### src/cart_pkg.sv
// Shared widths and encodings; header offsets assume a 512-byte copier header in front of the ROM
package cart_pkg;

	// ====================
	// Widths
	// ====================
	typedef logic [15:0]  word_t;
	typedef logic [24:0]  ioctl_addr_t;
	typedef logic [23:0]  mask_t;
	typedef logic [3:0]   size_code_t;
	typedef logic [7:0]   rom_type_t;
	typedef logic [16:0]  fill_addr_t;
	typedef logic [31:0]  lba_t;
	// Clock bit, flags, address, compare, replace
	typedef logic [128:0] cheat_code_t;

	// ====================
	// Menu selections and FSM
	// ====================
	typedef enum logic [2:0] {HDR_AUTO, HDR_NONE, HDR_LOROM, HDR_HIROM, HDR_EXHIROM} header_mode_e;
	typedef enum logic [1:0] {REG_AUTO, REG_NTSC, REG_PAL} region_sel_e;
	typedef enum logic [1:0] {FILL_9966, FILL_00FF, FILL_55, FILL_FF} fill_pattern_e;
	typedef enum logic {BK_IDLE, BK_XFER} bk_state_e;

	// ====================
	// Constants
	// ====================
	localparam logic [7:0] CODE_INDEX       = 8'hFF;
	localparam ioctl_addr_t COPIER_HDR      = 25'h200;
	localparam ioctl_addr_t LOROM_HDR       = 25'h7FD6;
	localparam ioctl_addr_t HIROM_HDR       = 25'hFFD6;
	localparam ioctl_addr_t EXHIROM_HDR     = 25'h40FFD6;
	localparam ioctl_addr_t RAMSIZE_OFS     = 25'd2;
	localparam size_code_t DEFAULT_ROM_SIZE = 4'hC;
	localparam mask_t MASK_UNIT             = 24'd1024;
	localparam logic [7:0] FILL_BYTE_66     = 8'h66;
	localparam logic [7:0] FILL_BYTE_99     = 8'h99;
	localparam logic [7:0] FILL_BYTE_FF     = 8'hFF;
	localparam logic [7:0] FILL_BYTE_00     = 8'h00;
	localparam logic [7:0] FILL_BYTE_55     = 8'h55;
	localparam int BLOCK_SHIFT              = 9;

endpackage

### src/cart_stream_if.sv
// Classified download stream; all signals are in the clk_sys domain and strobes last one cycle
`timescale 1ns/10ps

interface cart_stream_if;

	// Stream class, levels
	logic                 cart_active;
	logic                 code_active;

	// One strobe per word
	logic                 wr;
	cart_pkg::ioctl_addr_t addr;
	cart_pkg::word_t       data;

	// Edges of the cartridge download
	logic                 load_start;
	logic                 load_end;

	modport source (output cart_active, code_active, wr, addr, data, load_start, load_end);
	modport sink (input cart_active, code_active, wr, addr, data, load_start, load_end);

endinterface

### src/backup_sequencer.sv
// Host must hold sd_ack for a whole 512-byte block; save RAM is assumed to start at block 0
`timescale 1ns/10ps

module backup_sequencer (
	input  logic            clk_sys,
	input  logic            RESET,
	cart_stream_if.sink     stream,
	input  cart_pkg::mask_t ram_mask,
	input  logic            img_mounted,
	input  logic            img_readonly,
	input  logic [63:0]     img_size,
	input  logic            bk_load,
	input  logic            bk_save,
	input  logic            autosave,
	input  logic            osd_open,
	input  logic            bsram_write,
	output cart_pkg::lba_t  sd_lba,
	output logic            sd_rd,
	output logic            sd_wr,
	input  logic            sd_ack,
	output logic            bk_busy,
	output logic            bk_loading,
	output logic            bk_pending
);
	import cart_pkg::*;

	bk_state_e state;
	logic      bk_ena;
	logic      load_q;
	logic      save_q;
	logic      ack_q;
	logic      load_req;
	logic      save_req;
	logic      begin_load;
	logic      begin_save;
	logic      xfer_start;
	logic      block_done;
	logic      last_block;

	// ====================
	// Request edges
	// ====================
	assign load_req = bk_load & bk_ena;
	assign save_req = (bk_save | (bk_pending & osd_open & autosave)) & bk_ena;

	// Image is read back right after the cartridge has loaded
	assign begin_load = (load_req & ~load_q) | (stream.load_end & (|img_size) & bk_ena);
	assign begin_save = save_req & ~save_q & ~begin_load;
	assign xfer_start = (state == BK_IDLE) & (begin_load | begin_save);

	assign block_done = (state == BK_XFER) & ack_q & ~sd_ack;
	assign last_block = (sd_lba >= lba_t'(ram_mask >> BLOCK_SHIFT));

	assign bk_busy = (state == BK_XFER);

	always_ff @(posedge clk_sys) begin
		if (RESET) begin
			load_q <= 1'b0;
			save_q <= 1'b0;
			ack_q  <= 1'b0;
			bk_ena <= 1'b0;
		end else begin
			load_q <= load_req;
			save_q <= save_req;
			ack_q  <= sd_ack;
			if (stream.load_start) begin
				bk_ena <= 1'b0;
			end
			// Save file is mounted by the time the download runs
			if (stream.cart_active && img_mounted && !img_readonly) begin
				bk_ena <= |ram_mask;
			end
		end
	end

	// ====================
	// Block FSM
	// ====================
	always_ff @(posedge clk_sys) begin
		if (RESET) begin
			state      <= BK_IDLE;
			bk_loading <= 1'b0;
			sd_rd      <= 1'b0;
			sd_wr      <= 1'b0;
		end else begin
			if (sd_ack && !ack_q) begin
				sd_rd <= 1'b0;
				sd_wr <= 1'b0;
			end
			if (xfer_start) begin
				state      <= BK_XFER;
				bk_loading <= begin_load;
				sd_rd      <= begin_load;
				sd_wr      <= ~begin_load;
			end else if (block_done && last_block) begin
				state      <= BK_IDLE;
				bk_loading <= 1'b0;
			end else if (block_done) begin
				sd_rd <= bk_loading;
				sd_wr <= ~bk_loading;
			end
		end
	end

	always_ff @(posedge clk_sys) begin
		if (xfer_start) begin
			sd_lba <= '0;
		end else if (block_done && !last_block) begin
			sd_lba <= sd_lba + 1'b1;
		end
	end

	// Writes made while the menu is open are not the game's own
	always_ff @(posedge clk_sys) begin
		if (RESET) begin
			bk_pending <= 1'b0;
		end else if (bk_ena && !osd_open && bsram_write) begin
			bk_pending <= 1'b1;
		end else if (bk_busy) begin
			bk_pending <= 1'b0;
		end
	end

endmodule

### src/cart_loader_top.sv
// Work RAM, backup RAM and the SD buffer live outside; only fill and handshake signals leave here
`timescale 1ns/10ps

module cart_loader_top (
	input  logic                    clk_sys,
	input  logic                    RESET,

	// Host download
	input  logic                    ioctl_download,
	input  logic [7:0]              ioctl_index,
	input  logic                    ioctl_wr,
	input  cart_pkg::ioctl_addr_t   ioctl_addr,
	input  cart_pkg::word_t         ioctl_dout,

	// Menu options
	input  cart_pkg::header_mode_e  rom_header_mode,
	input  cart_pkg::region_sel_e   video_region,
	input  cart_pkg::fill_pattern_e wram_pattern,

	// Cartridge configuration
	output cart_pkg::rom_type_t     rom_type,
	output cart_pkg::mask_t         rom_mask,
	output cart_pkg::mask_t         ram_mask,
	output logic                    pal,
	output cart_pkg::cheat_code_t   gg_code,
	output logic                    gg_reset,

	// Work RAM clear
	output cart_pkg::fill_addr_t    fill_addr,
	output logic [7:0]              fill_data,
	output logic                    fill_we,

	// Backup RAM and SD card
	input  logic                    img_mounted,
	input  logic                    img_readonly,
	input  logic [63:0]             img_size,
	input  logic                    bk_load,
	input  logic                    bk_save,
	input  logic                    autosave,
	input  logic                    osd_open,
	input  logic                    bsram_write,
	output cart_pkg::lba_t          sd_lba,
	output logic                    sd_rd,
	output logic                    sd_wr,
	input  logic                    sd_ack,
	output logic                    bk_busy,
	output logic                    bk_loading,
	output logic                    bk_pending
);
	cart_stream_if stream ();

	load_stream_decode u_decode (
		.clk_sys, .RESET, .ioctl_download, .ioctl_index, .ioctl_wr, .ioctl_addr, .ioctl_dout,
		.stream (stream.source)
	);

	header_parser u_header (
		.clk_sys, .RESET, .stream (stream.sink), .rom_header_mode, .video_region,
		.rom_type, .rom_mask, .ram_mask, .pal
	);

	cheat_assembler u_cheat (
		.clk_sys, .RESET, .stream (stream.sink), .gg_code, .gg_reset
	);

	ram_clear u_clear (
		.clk_sys, .RESET, .stream (stream.sink), .wram_pattern, .fill_addr, .fill_data, .fill_we
	);

	backup_sequencer u_backup (
		.clk_sys, .RESET, .stream (stream.sink), .ram_mask, .img_mounted, .img_readonly,
		.img_size, .bk_load, .bk_save, .autosave, .osd_open, .bsram_write,
		.sd_lba, .sd_rd, .sd_wr, .sd_ack, .bk_busy, .bk_loading, .bk_pending
	);

endmodule

### src/cheat_assembler.sv
// Fields arrive as big-endian words in the order the loader sends them; only the word at 14 fires
`timescale 1ns/10ps

module cheat_assembler (
	input  logic                  clk_sys,
	input  logic                  RESET,
	cart_stream_if.sink           stream,
	output cart_pkg::cheat_code_t gg_code,
	output logic                  gg_reset
);
	logic         code_wr;
	logic         gg_clk;
	logic [127:0] gg_fields;

	assign code_wr = stream.code_active & stream.wr;

	// Field placement by byte offset within an 8-word record
	always_ff @(posedge clk_sys) begin
		if (code_wr) begin
			case (stream.addr[3:0])
				4'd0:  gg_fields[111:96]  <= stream.data;
				4'd2:  gg_fields[127:112] <= stream.data;
				4'd4:  gg_fields[79:64]   <= stream.data;
				4'd6:  gg_fields[95:80]   <= stream.data;
				4'd8:  gg_fields[47:32]   <= stream.data;
				4'd10: gg_fields[63:48]   <= stream.data;
				4'd12: gg_fields[15:0]    <= stream.data;
				4'd14: gg_fields[31:16]   <= stream.data;
				default: ;
			endcase
		end
	end

	always_ff @(posedge clk_sys) begin
		if (RESET) begin
			gg_clk   <= 1'b0;
			gg_reset <= 1'b0;
		end else begin
			gg_clk   <= code_wr & (stream.addr[3:0] == 4'd14);
			// Drop the code list on a new cartridge or a new code file
			gg_reset <= stream.cart_active | (code_wr & (stream.addr == '0));
		end
	end

	assign gg_code = {gg_clk, gg_fields};

endmodule

### src/header_parser.sv
// Fixed modes trust the header at its standard offset; auto mode needs the size byte at address 0
`timescale 1ns/10ps

module header_parser (
	input  logic                   clk_sys,
	input  logic                   RESET,
	cart_stream_if.sink            stream,
	input  cart_pkg::header_mode_e rom_header_mode,
	input  cart_pkg::region_sel_e  video_region,
	output cart_pkg::rom_type_t    rom_type,
	output cart_pkg::mask_t        rom_mask,
	output cart_pkg::mask_t        ram_mask,
	output logic                   pal
);
	import cart_pkg::*;

	size_code_t  rom_size;
	size_code_t  ram_size;
	logic        region;
	logic        cart_wr;
	logic        fixed_mode;
	ioctl_addr_t hdr_base;
	ioctl_addr_t rom_size_addr;
	ioctl_addr_t ram_size_addr;

	assign cart_wr = stream.cart_active & stream.wr;

	// Header location for the forced layouts
	always_comb begin
		fixed_mode = 1'b1;
		case (rom_header_mode)
			HDR_LOROM:   hdr_base = LOROM_HDR;
			HDR_HIROM:   hdr_base = HIROM_HDR;
			HDR_EXHIROM: hdr_base = EXHIROM_HDR;
			default: begin
				hdr_base   = '0;
				fixed_mode = 1'b0;
			end
		endcase
	end

	assign rom_size_addr = hdr_base + COPIER_HDR;
	assign ram_size_addr = rom_size_addr + RAMSIZE_OFS;

	always_ff @(posedge clk_sys) begin
		if (RESET) begin
			rom_size <= DEFAULT_ROM_SIZE;
			ram_size <= '0;
			rom_type <= '0;
			region   <= 1'b0;
		end else if (cart_wr) begin
			if (stream.addr == '0) begin
				rom_size <= DEFAULT_ROM_SIZE;
				ram_size <= '0;
				// Packed size byte from the loader, RAM in the upper nibble
				if (rom_header_mode == HDR_AUTO && stream.data[7:0] != 8'h00) begin
					ram_size <= stream.data[7:4];
					rom_size <= stream.data[3:0];
				end
				case (rom_header_mode)
					HDR_NONE, HDR_LOROM: rom_type <= 8'd0;
					HDR_HIROM:           rom_type <= 8'd1;
					HDR_EXHIROM:         rom_type <= 8'd2;
					default:             rom_type <= stream.data[15:8];
				endcase
			end
			if (stream.addr == 25'd2) begin
				region <= stream.data[8];
			end
			if (fixed_mode && stream.addr == rom_size_addr) begin
				rom_size <= stream.data[11:8];
			end
			if (fixed_mode && stream.addr == ram_size_addr) begin
				ram_size <= stream.data[3:0];
			end
		end
	end

	assign rom_mask = (MASK_UNIT << rom_size) - mask_t'(1);
	assign ram_mask = (ram_size == '0) ? '0 : (MASK_UNIT << ram_size) - mask_t'(1);

	// Region only switches between downloads
	always_ff @(posedge clk_sys) begin
		if (RESET) begin
			pal <= 1'b0;
		end else if (!stream.cart_active) begin
			pal <= (video_region == REG_AUTO) ? region : (video_region == REG_PAL);
		end
	end

endmodule

### src/load_stream_decode.sv
// Any index other than all ones counts as a cartridge; writes pass through without any stall
`timescale 1ns/10ps

module load_stream_decode (
	input  logic                  clk_sys,
	input  logic                  RESET,
	input  logic                  ioctl_download,
	input  logic [7:0]            ioctl_index,
	input  logic                  ioctl_wr,
	input  cart_pkg::ioctl_addr_t ioctl_addr,
	input  cart_pkg::word_t       ioctl_dout,
	cart_stream_if.source         stream
);
	import cart_pkg::*;

	logic is_code;
	logic cart_q;

	assign is_code = (ioctl_index == CODE_INDEX);

	assign stream.cart_active = ioctl_download & ~is_code;
	assign stream.code_active = ioctl_download & is_code;

	// Previous cartridge level for the edges
	always_ff @(posedge clk_sys) begin
		if (RESET) begin
			cart_q <= 1'b0;
		end else begin
			cart_q <= stream.cart_active;
		end
	end

	assign stream.load_start = stream.cart_active & ~cart_q;
	assign stream.load_end   = ~stream.cart_active & cart_q;

	assign stream.wr   = ioctl_wr;
	assign stream.addr = ioctl_addr;
	assign stream.data = ioctl_dout;

endmodule

### src/ram_clear.sv
// Sweep covers 128 KiB of work RAM; a load starting mid-sweep does not restart it
`timescale 1ns/10ps

module ram_clear (
	input  logic                    clk_sys,
	input  logic                    RESET,
	cart_stream_if.sink             stream,
	input  cart_pkg::fill_pattern_e wram_pattern,
	output cart_pkg::fill_addr_t    fill_addr,
	output logic [7:0]              fill_data,
	output logic                    fill_we
);
	import cart_pkg::*;

	always_ff @(posedge clk_sys) begin
		if (RESET) begin
			fill_we   <= 1'b0;
			fill_addr <= '0;
		end else begin
			if (!fill_we && stream.load_start) begin
				fill_we <= 1'b1;
			end else if (fill_we && (&fill_addr)) begin
				fill_we <= 1'b0;
			end
			// Wraps back to zero with the last write
			fill_addr <= fill_we ? fill_addr + 1'b1 : '0;
		end
	end

	// Power-on patterns of the different console revisions
	always_comb begin
		case (wram_pattern)
			FILL_9966: fill_data = (fill_addr[8] ^ fill_addr[2]) ? FILL_BYTE_66 : FILL_BYTE_99;
			FILL_00FF: fill_data = (fill_addr[9] ^ fill_addr[0]) ? FILL_BYTE_FF : FILL_BYTE_00;
			FILL_55:   fill_data = FILL_BYTE_55;
			default:   fill_data = FILL_BYTE_FF;
		endcase
	end

endmodule

### config.mk
export PLATFORM = sky130hd
export DESIGN_NAME = cart_loader_top
export DESIGN_NICKNAME = d
export VERILOG_FILES = /design/src/cart_pkg.sv /design/src/cart_stream_if.sv /design/src/backup_sequencer.sv /design/src/cart_loader_top.sv /design/src/cheat_assembler.sv /design/src/header_parser.sv /design/src/load_stream_decode.sv /design/src/ram_clear.sv
export SDC_FILE = /design/constraint.sdc
export NUM_CORES = 1
export LEC_CHECK = 0
export ABC_AREA = 1
export BUFFER_PORTS_ARGS = -buffer_cell sky130_fd_sc_hd__buf_4
export CORE_AREA = 5 5 146 148
export DETAILED_ROUTE_END_ITERATION = 7
export DIE_AREA = 0 0 151 153
export PLACE_DENSITY = 0.87
export REMOVE_ABC_BUFFERS = 1
export SYNTH_ARGS = -nofsm -noshare
export SYNTH_HDL_FRONTEND = slang
export SYNTH_SLANG_ARGS = --single-unit
### constraint.sdc
create_clock -name clk_sys -period 8.7 [get_ports clk_sys]
set_clock_uncertainty 0.05 [all_clocks]
set_input_delay 0.87 -clock clk_sys [delete_from_list [all_inputs] [get_ports clk_sys]]
set_output_delay 0.87 -clock clk_sys [all_outputs]
set_load 0.05 [all_outputs]
==> results by stage <==
Synth:
- The mapped cell area is 9040 um^2.
- Synthesis produced 945 cells.
- By area, the combinational part of the netlist is dominated by simple AND/OR/NAND/NOR gates.
- Among all flip-flop cells after synthesis, the most frequent one is sky130_fd_sc_hd__edfxtp_1.
- After Yosys synthesis, full adders, half adders and majority gates account for 2.77% of the synthesized area.
- The post-synthesis sequential area ratio is 60.2%.
- The proportion of synthesized area in mux cells is 0%.
- The xor/xnor share of the synthesized area is 1.33%.
- Yosys mapped a number of flops with a built-in enable equal to 128.
- The area fraction in compound gates after synthesis is 5.84%.
- Yosys printed 0 warnings.
- A synthesized cell averages 9.56 um^2.
- The total of flip-flops plus latches after synthesis is 208.
- After Yosys synthesis, and, or, nand and nor cells account for 21.9% of the synthesized area.
- The share of async-settable or async-resettable flops after synthesis is 0%.
- The number of different library cells used by synthesis comes to 48.

Setup path:
- The startpoint-to-endpoint class of the critical path is reg -> reg.
- In this design, the stage delay of the slowest critical-path cell is 0.96 ns.
- On the critical path the largest part of the delay comes from simple AND/OR/NAND/NOR gates.
- In this run the worst path has a maximum fanout of 21.
- The cell with the most instances on the worst path is sky130_fd_sc_hd__nor2_1.
- The signal on the critical path passes through nor2_1 -> inv_1 -> nor2_1 -> inv_1 -> ha_1 -> nand4_1 -> nor2_1 -> nor3_1 -> inv_1 -> ha_1 -> a21o_1 -> nor2_1 -> nand2_1 -> nand2_1 -> nand4_1 -> nor2_1 -> nand3_1 -> and3_1.
- The arrival time of the worst setup path is 4.75 ns.
- The worst setup path is captured at a flip-flop.
- The worst setup path is launched from a flip-flop.
- The sum of buffers and inverters on the critical path is 3.
- The slowest cell on the critical path is sky130_fd_sc_hd__nor2_1.
- The endpoint required time on the critical path is 9.04 ns.

STA:
- The final hold violation count is 0.
- The total count of max-transition violations in the final report is 0.
- The setup TNS is 0 ns.
- Of the available clock period, the critical path in the final layout requires 50.6%.
- The highest attainable clock frequency is 227 MHz.
- The clock period could shrink to 4.41 ns.
- The final setup violation count is 0.
- The measured slew at the worst slew-check pin is 1.20 ns.
- The worst slew margin relative to its limit is 19.4%.
- Setup repair after global routing left no endpoint under its margin.

Route:
- The total wire length after detailed routing is 27.7 mm.
- In this run the remaining antenna-violating nets after routing total 0.
- The number of design rule violations left after detail routing is 0.
- Before antenna repair, the detailed router went through 5 iterations.
- Detailed routing inserted a total of 7899 vias.
- After detailed routing, the average wire length per cell comes to 17.3 um.
- The initial detailed-routing violation count is 500.
- After detailed routing, the number of vias per cell comes to 4.94.

Cells and area:
- The sequential cells in the finished layout cover a total of 5450 um^2.
- 0 antenna diodes ended up in the layout.
- The synthesis-to-layout area growth is 39.9%.
- The utilization of the core after routing is 63.5%.
- The post-route netlist has 33.4% of its cells at a drive strength greater than 1.
- After filler insertion, the fill cell instance count of the layout stands at 1553.
- The number of nets at the end of the flow is 1466.
- Leaving out filler cells and counting taps, the final layout contains 1599.
- Summing all multi-input logic gate instances after layout gives 2940 um^2.

Clocking:
- Once the clock tree was built, the setup fixing pass inserted 0 buffers.
- The clock passes through at most 3 buffers.
- The clock network latency to the later pin of the worst-skew pair is 0.50 ns.
- The hold-fix buffer count after cts is 0.
- CTS built an H-tree with a depth of 1.
- After clock tree synthesis, the clock-pin slew on the worst setup and hold paths is 0.06 ns.
- Clock tree synthesis selected as its root buffer the cell sky130_fd_sc_hd__clkbuf_16.
- Post-CTS repair changed the size of 0 cells.
- The tree built by TritonCTS fans out to 208 sinks.
- The number of clock buffers inserted by TritonCTS is 21.
- TritonCTS built the clock tree.

Die:
- Measured along the x axis, the die boundary spans 151 um.
- The full die area is 23100 um^2.
- The area of the core is 19900 um^2.
- The initial standard-cell utilization of the core is 45.4%.
- Measured along the y axis, the die boundary spans 153 um.
- For this design the top-level I/O count stands at 382.
- The placement row count is 52.

Flow run:
- The number of maximum-capacitance constraint violations is 0.

Global route:
- Entering global routing, the biggest net connects 23 pins.
- For this run, the total global-route usage over all layers was measured as 22.6%.
- The initial antenna violation count was 0.
- The total global routing overflow is 0.
- The first global-routing pass estimated 41.2 mm of wire.
- The via count of the first global-routing pass is 7523.

Power and ir drop:
- The worst IR drop on VDD is 0.103 mV.
- The standby leakage power is 5.64 nW.
- The cell area power density is 168 nW/um^2.

Place:
- In this run the tool buffered the top-level ports with 371 buffer cells.
- The final weighted congestion of routability-driven global placement is 0.980.
- The HPWL reported at the end of detailed placement is 21.6 mm.
- The cell total after placement is 1561.

Hold path:
- The worst hold-check path type is reg -> reg.

Outcome:
- The run finished with clean final reports.
[sequential cells by signal, indices dropped and copies added (netlist names), 4 cells and up]
| register | count |
|---|---|
| u_cheat.gg_fields | 128 |
| u_header.rom_type | 8 |
| u_header.rom_size | 4 |
| u_header.ram_size | 4 |
| u_backup.sd_lba | 32 |
| u_clear.fill_addr | 17 |
[cell usage in the layout, fill, tap and decap left out, types with 10 or more instances in the layout]
cell	synthesis	final
sky130_fd_sc_hd__clkbuf_16	0	21
sky130_fd_sc_hd__buf_4	26	373
sky130_fd_sc_hd__conb_1	1	10
sky130_fd_sc_hd__o21ai_0	25	25
sky130_fd_sc_hd__nor2_1	149	143
sky130_fd_sc_hd__dfxtp_1	80	80
sky130_fd_sc_hd__edfxtp_1	128	128
sky130_fd_sc_hd__nor3_1	24	23
sky130_fd_sc_hd__nand4_1	15	15
sky130_fd_sc_hd__a21oi_1	50	50
sky130_fd_sc_hd__ha_1	20	20
sky130_fd_sc_hd__nand2_1	173	173
sky130_fd_sc_hd__inv_1	121	121
sky130_fd_sc_hd__nand3_1	46	46
[area by class of cell]
class,instances,share of cell area [%]
sequential,208,43.1
multi-input combinational,586,23.2
timing repair buffer,373,22.1
clock buffer,26,4.30
inverter,124,3.68
tap,270,2.67
clock inverter,12,0.940
[through the flow]
step                setup WS [ns]  area [um^2]  total power (W)  hold slack (ns)
floorplan                    2.28         8830          0.00118            0.384
global placement             4.64        12000          0.00127            0.380
detailed placement           4.38        12000          0.00127            0.385
CTS                          4.33        12600          0.00214            0.394
global route                 3.97        12600          0.00221            0.413
finish                       4.29        12600          0.00213            0.395
[synthesized netlist by cell type, types with 4 or more instances]
cell type | instances | share of area (%)
sky130_fd_sc_hd__nand2_1 | 173 | 7.2
sky130_fd_sc_hd__nor2_1 | 149 | 6.2
sky130_fd_sc_hd__edfxtp_1 | 128 | 43
sky130_fd_sc_hd__inv_1 | 121 | 5.0
sky130_fd_sc_hd__dfxtp_1 | 80 | 18
sky130_fd_sc_hd__a21oi_1 | 50 | 2.8
sky130_fd_sc_hd__nand3_1 | 46 | 2.5
sky130_fd_sc_hd__buf_4 | 26 | 2.2
sky130_fd_sc_hd__o21ai_0 | 25 | 1.4
sky130_fd_sc_hd__nor3_1 | 24 | 1.3
sky130_fd_sc_hd__ha_1 | 20 | 2.8
sky130_fd_sc_hd__nand4_1 | 15 | 1.0
sky130_fd_sc_hd__nor4_1 | 8 | 0.55
sky130_fd_sc_hd__xor2_1 | 8 | 0.78
sky130_fd_sc_hd__o21ai_1 | 7 | 0.39
sky130_fd_sc_hd__clkbuf_1 | 5 | 0.21
sky130_fd_sc_hd__nand3_2 | 5 | 0.55
sky130_fd_sc_hd__or2_2 | 5 | 0.35
sky130_fd_sc_hd__buf_2 | 4 | 0.22
sky130_fd_sc_hd__nand2_2 | 4 | 0.28
sky130_fd_sc_hd__nand3b_1 | 4 | 0.33
[where the power goes]
part	internal, W	switching, W
clock network	0.000507	0.000368
registers	0.00105	0.00000677
logic	0.0000716	0.000119
[routing by layer]
| metal | share of wire (%) | track usage (%) | up-vias |
|---|---|---|---|
| met5 | 0 | 0 | - |
| met4 | 2.6 | 6.74 | 0 |
| met3 | 9.7 | 4.68 | 45 |
| met2 | 48 | 37.9 | 384 |
| met1 | 40 | 29.6 | 3634 |
| li1 | - | - | 3836 |
[cell families (layout without fill, tap and decap cells)]
logic type / after synthesis / count (layout)
and+or+nand+nor: 447 / 447
DFF: 208 / 208
buffers and inverters: 160 / 535
AOI/OAI and AO/OA: 97 / 97
adders and majority gates: 20 / 20
xor gates and xnor gates: 12 / 12
other: 1 / 10
[tightest hold or removal path: cells and delay by family, from the launching register on]
family | cells | cell delay [ns]
buf+inv | 1 | 0.05
flops | 1 | 0.32
simple gates | 1 | 0.03
[worst paths after layout]
path,start,endpoint,cells after the start,slack (ns)
setup / recovery,u_header.ram_size[3],u_backup.sd_lba[10],18,4.29
hold / removal,u_backup.sd_lba[17],u_backup.sd_lba[17],2,0.39
setup reg to reg,u_header.ram_size[3],u_backup.sd_lba[10],18,4.29
hold reg to reg,u_backup.sd_lba[17],u_backup.sd_lba[17],2,0.39
No activity file was read; power rests on OpenSTA's default activity.
